### config.mk
export PLATFORM = sky130hd
export DESIGN_NAME = lane_ops
export DESIGN_NICKNAME = d
export VERILOG_FILES = /design/src/verilog/slice_pkg.sv /design/src/verilog/lane_ops.sv
export VERILOG_INCLUDE_DIRS = /design/src /design/src/verilog
export SDC_FILE = /design/constraint.sdc
export NUM_CORES = 1
export LEC_CHECK = 0
export BUFFER_PORTS_ARGS = -buffer_cell sky130_fd_sc_hd__buf_4
export CORE_ASPECT_RATIO = 0.6
export CORE_MARGIN = 1.5
export CORE_UTILIZATION = 46
export DETAILED_ROUTE_END_ITERATION = 16
export GPL_ROUTABILITY_DRIVEN = 0
export PLACE_DENSITY_LB_ADDON = 0.1
export SLEW_MARGIN = 5
export SYNTH_ARGS = -nofsm -noshare
export SYNTH_HDL_FRONTEND = slang
export SYNTH_SLANG_ARGS = --single-unit
### constraint.sdc
create_clock -name vclk -period 3.7
set_clock_uncertainty 0.15 [all_clocks]
set_input_delay 0.185 -clock vclk [all_inputs]
set_output_delay 0.185 -clock vclk [all_outputs]
set_load 0.005 [all_outputs]
### src/verilog/slice_cfg.svh
/*
 * Build-time sizing of the SIMD FP slice
 * The datapath is fixed at 32 bits; FP64 is not supported
 * SLICE_PIPE_REGS of 0 makes the slice purely combinational
 */

`ifndef SLICE_CFG_SVH
`define SLICE_CFG_SVH

// Datapath width in bits
`define SLICE_WIDTH 32

// Lanes of the narrowest format (FP8) in one word
`define SLICE_NUM_LANES 4

`define SLICE_PIPE_REGS 2   // Default register stages
`define SLICE_TAG_WIDTH 4   // User tag carried with each operation

`endif

### src/verilog/slice_pkg.sv
/*
 * Formats, operations, status flags and the payload that travels through
 * the slice pipeline. FP8 is the 1-5-2 layout. Format code 3 is not
 * defined and is treated as FP32 by the width helpers.
 */

`include "slice_cfg.svh"

package slice_pkg;

  typedef logic [`SLICE_WIDTH-1:0] word_t;

  typedef enum logic [1:0] {
    FP32 = 2'd0,
    FP16 = 2'd1,
    FP8  = 2'd2
  } fp_format_e;

  typedef enum logic [1:0] {
    SGNJ  = 2'd0,
    SGNJN = 2'd1,
    SGNJX = 2'd2,
    FEQ   = 2'd3
  } operation_e;

  // IEEE exception flags, only nv is produced here
  typedef struct packed {
    logic nv;  // Invalid operation
    logic dz;  // Divide by zero
    logic of;  // Overflow
    logic uf;  // Underflow
    logic nx;  // Inexact
  } status_t;

  typedef logic [`SLICE_TAG_WIDTH-1:0] tag_t;

  typedef word_t [`SLICE_NUM_LANES-1:0] lane_res_t;  // One field per lane

  // Facts the result packer needs at the pipeline end
  typedef struct packed {
    fp_format_e fmt;
    operation_e op;
    logic       vectorial;
    tag_t       tag;
  } aux_t;

  typedef struct packed {
    lane_res_t                  res;
    logic [`SLICE_NUM_LANES-1:0] lane_nv;
    aux_t                       aux;
  } slice_payload_t;

  // ------------------------------------------------------------------------
  // Format helpers
  // ------------------------------------------------------------------------
  function automatic int unsigned fp_width(fp_format_e fmt);
    case (fmt)
      FP16:    return 16;
      FP8:     return 8;
      default: return 32;
    endcase
  endfunction

  function automatic int unsigned num_lanes(fp_format_e fmt);
    return `SLICE_WIDTH / fp_width(fmt);
  endfunction

  // Ones over the low fp_width bits
  function automatic word_t lane_mask(fp_format_e fmt);
    return {`SLICE_WIDTH{1'b1}} >> (`SLICE_WIDTH - fp_width(fmt));
  endfunction

endpackage

### src/verilog/lane_ops.sv
/*
 * Per-lane sign injection and quiet equality, purely combinational
 * Operands are not checked for NaN boxing; upper input bits are ignored
 * Lane fields come out right aligned in their word_t slot
 */

`timescale 1ns/100ps

`include "slice_cfg.svh"

module lane_ops (
  input  slice_pkg::word_t          operand_a_i,
  input  slice_pkg::word_t          operand_b_i,
  input  slice_pkg::operation_e     op_i,
  input  slice_pkg::fp_format_e     fmt_i,
  input  logic                      vectorial_i,
  input  slice_pkg::tag_t           tag_i,
  output slice_pkg::slice_payload_t payload_o
);

  // Mantissa width of each format
  function automatic int unsigned man_bits(slice_pkg::fp_format_e fmt);
    case (fmt)
      slice_pkg::FP16: return 10;
      slice_pkg::FP8:  return 2;
      default:         return 23;
    endcase
  endfunction

  int unsigned      lane_w;      // Bits per lane
  int unsigned      man_w;       // Mantissa bits per lane
  int unsigned      lanes_avail; // Lanes that fit the format
  slice_pkg::word_t lane_msk;
  slice_pkg::word_t mag_msk;
  slice_pkg::word_t man_msk;
  slice_pkg::word_t exp_msk;

  slice_pkg::lane_res_t         lane_res;
  logic [`SLICE_NUM_LANES-1:0]  lane_nv;

  // ------------------------------------------------------------------------
  // Field masks for the selected format
  // ------------------------------------------------------------------------
  always_comb begin : field_masks
    lane_w      = slice_pkg::fp_width(fmt_i);
    man_w       = man_bits(fmt_i);
    lanes_avail = slice_pkg::num_lanes(fmt_i);
    lane_msk    = slice_pkg::lane_mask(fmt_i);
    mag_msk     = lane_msk >> 1;                           // All but the sign
    man_msk     = (slice_pkg::word_t'(1) << man_w) - 1'b1;
    exp_msk     = mag_msk & ~man_msk;
  end

  // ------------------------------------------------------------------------
  // Lanes
  // ------------------------------------------------------------------------
  for (genvar l = 0; l < `SLICE_NUM_LANES; l++) begin : gen_lanes
    slice_pkg::word_t a_fld;
    slice_pkg::word_t b_fld;
    logic             a_sign, b_sign, new_sign;
    logic             a_nan, b_nan, a_snan, b_snan;
    logic             both_zero, equal, active;

    // Right align this lane of each operand
    assign a_fld = (operand_a_i >> (l * lane_w)) & lane_msk;
    assign b_fld = (operand_b_i >> (l * lane_w)) & lane_msk;

    assign a_sign = a_fld[lane_w-1];
    assign b_sign = b_fld[lane_w-1];

    // Exponent all ones with a nonzero mantissa
    assign a_nan  = ((a_fld & exp_msk) == exp_msk) && ((a_fld & man_msk) != '0);
    assign b_nan  = ((b_fld & exp_msk) == exp_msk) && ((b_fld & man_msk) != '0);
    assign a_snan = a_nan && !a_fld[man_w-1];  // Quiet bit is the mantissa MSB
    assign b_snan = b_nan && !b_fld[man_w-1];

    assign both_zero = ((a_fld & mag_msk) == '0) && ((b_fld & mag_msk) == '0);
    assign equal     = !a_nan && !b_nan && ((a_fld == b_fld) || both_zero);

    always_comb begin : sign_select
      case (op_i)
        slice_pkg::SGNJ:  new_sign = b_sign;
        slice_pkg::SGNJN: new_sign = ~b_sign;
        slice_pkg::SGNJX: new_sign = a_sign ^ b_sign;
        default:          new_sign = a_sign;
      endcase
    end

    // Scalar ops only touch lane 0
    assign active = (l < lanes_avail) && ((l == 0) || vectorial_i);

    always_comb begin : lane_result
      lane_res[l] = '0;
      lane_nv[l]  = 1'b0;
      if (active) begin
        if (op_i == slice_pkg::FEQ) begin
          lane_res[l] = slice_pkg::word_t'(equal);
          lane_nv[l]  = a_snan || b_snan;  // Signaling NaN is invalid for quiet compare
        end else begin
          lane_res[l] = (a_fld & mag_msk) | (slice_pkg::word_t'(new_sign) << (lane_w - 1));
        end
      end
    end
  end

  assign payload_o.res           = lane_res;
  assign payload_o.lane_nv       = lane_nv;
  assign payload_o.aux.fmt       = fmt_i;
  assign payload_o.aux.op        = op_i;
  assign payload_o.aux.vectorial = vectorial_i;
  assign payload_o.aux.tag       = tag_i;

endmodule

==> out/results.ini <==
[yosys]
yosysUniqueCellTypes = 73
synth_top_area_share_pct = 11.3
synthTopCellsByArea = mux2i_1 (11%), buf_4 (11%), xor2_1 (6.4%), nor2_1 (5.2%), and3_1 (3.9%)
syn-cell-area_sq_um = 4800
synth_warnings = 0
synth_top_area_cell = mux2i_1
synth_cells = 728
synth.yosys.seq_area_share_pct = 0
avgSynthCellArea_sq_um = 6.60

[sta]
setup_viol = 0
max_freq_mhz = 283
slew_headroom_pct = 51.0
rsz0062_at_grt = false
post-route-min-period_ps = 3540
hold_violations = 0
period_share_pct = 95.6
slew_violations = 0
tns_ps = 0
tightest_slew_ps = 727

[min_path]
hp-class = input pin to primary output
min_from = tag_i[0]
min_path_cells = 0
holdPathEnd = payload_o[0]

[cells_and_area]
seq_cells = 0
fillerInstances = 1004
final_util_pct = 58.1
drive_gt1_share_pct = 25.4
regArea_sq_um = 0
nets = 911
syn2layout_area_growth_pct = 21.3
clkbuf_count = 0
diodes = 0

[worst_setup_path]
crit_required_ps = 3370
crit_path_start_kind = input pin
critPathKind = input pin to primary output
arrival_ps = 3200
critPathMaxFanout = 7
end_kind = primary output

[clocking]
ctsHoldBuffers = 0

[outcome]
status = completed

[die]
die_w_um = 135
initial_core_util_pct = 48.0
row_count = 28
core_area_sq_um = 10000
fp.dieH_um = 82.2
io_pins = 214
die_area_sq_um = 11100

[placed_design]
dp_hpwl_mm = 17.7
port-buffer-count = 148

[detailed_routing]
drtIter0Drc = 1346
wl_per_cell_um = 24.0
drc = 0
drt.antenna.violating_nets = 0
drt-total-wl_mm = 23.2
dr_total_vias = 6528
drt-pass1-iter-count = 8
post_drt_via_cell_ratio = 6.75

[power_and_ir_drop]
vdd_drop_max_mv = 0.0898
powerDensity_nw_per_um2 = 162
leakagePower_uw = 0.00248

[global_route]
grt_use_total_pct = 39.1
overflow = 0
grt_pass1_wl_mm = 33.5
antenna_found_initial = 0
grt_pass1_vias = 5934
grt_max_degree = 43

[job]
drv_cap = 0

==> cell usage after synthesis (14+ instances only) <==
cell,count
nor2b_1,14
nand2b_1,14
buf_4,70
a21oi_1,32
xor2_1,35
and3_1,30
nand3_1,20
o21ai_0,29
clkbuf_1,49
nor2_1,67
xnor2_1,18
mux2i_1,54
nor4_1,14
nand2_1,42
nor3_1,30
==> cells by family (layout without fill, tap and decap cells) <==
| logic type | Yosys count | in the layout | synth area share, % |
|---|---|---|---|
| and+or+nand+nor | 291 | 291 | 32.1 |
| AOI/OAI and AO/OA | 165 | 165 | 24.0 |
| buffers and inverters | 148 | 195 | 17.7 |
| muxes | 66 | 66 | 15.5 |
| xor gates and xnor gates | 53 | 53 | 9.66 |
| adders and majority gates | 4 | 4 | 1.04 |
| other | 1 | 58 | 0.0781 |
==> report_power, final <==
group / internal (uW) / total, uW / switching, uW / leakage [uW]
combinational: 375 / 947 / 572 / 0.00248
sequential: 0 / 0 / 0 / 0
clock: 0 / 0 / 0 / 0
total: 375 / 947 / 572 / 0.00248
==> layer usage <==
| layer | track usage, % | part of all wire [%] |
|---|---|---|
| met5 | 0 | 0 |
| met2 | 55.7 | 38 |
| met3 | 16.0 | 19 |
| met4 | 11.7 | 3.9 |
| met1 | 53.5 | 39 |
==> cell usage in the layout (no fill, tap or decap), types with 4 or more instances in the layout <==
cell and instances:
inv_1 12, nand3b_1 10, mux4_2 6, and3_1 30
conb_1 58, nor4_1 14, o211ai_1 4, a32oi_1 4
and2_1 10, o31ai_1 4, xor2_1 35, o2111ai_1 4
a31oi_1 12, mux2i_1 54, o31a_1 4, mux2_2 6
nand2b_1 14, nand2_1 42, xnor2_1 18, nor2_1 66
nand3_1 20, buf_4 180, nand4_1 11, or3_1 4
a21oi_1 31, o22ai_1 4, a211oi_1 5, nor3_1 30
o21ai_0 29, a221oi_1 6, or4_1 6, o22a_1 8
a22oi_1 6, a2111oi_0 4, nor2b_1 14
==> cell type report <==
type,count,area [sq um],area share [%]
Inverter,12,45.0,0.773
Timing Repair Buffer,183,1400,24.1
Multi-Input combinational cell,637,4210,72.3
Tap cell,135,169,2.90
==> worst max path at each step <==
| stage | start | slack (ps) | to |
|---|---|---|---|
| finish | fmt_i[0] | 160 | payload_o[45] |
| global route | fmt_i[0] | 30 | payload_o[12] |
| CTS | fmt_i[0] | 10 | payload_o[77] |
| detailed placement | fmt_i[0] | -4 | payload_o[77] |
| global placement | fmt_i[0] | 210 | payload_o[45] |
| floorplan | fmt_i[0] | 10 | payload_o[45] |
==> what timing repair did <==
action / 4_1_cts / 5_1_grt
buffers inserted: 0 / 1
setup endpoints to repair: 1 / 3
pin swaps: 0 / 2
resized for setup: 1 / 6
==> worst max-delay path: stages <==
cell and delay (ps):
buf_4 90, inv_1 70, ha_4 290, inv_1 50
ha_1 310, or3b_4 460, buf_4 170, o22ai_2 220
xnor2_1 110, or4_1 500, or4_4 460, a21oi_2 150
buf_4 120
==> through the flow <==
step	area [sq um]	std cells	total power [uW]	setup WS [ps]	hold slack, ps
2_1_floorplan	5020	785	582	12.0	301
3_3_place_gp	5780	966	868	208	220
3_5_place_dp	5780	966	877	-3.64	220
4_1_cts	5790	966	884	13.7	220
5_1_grt	5830	967	989	31.8	220
6_report	5830	967	947	164	220
No activity file was read; power rests on OpenSTA's default activity.
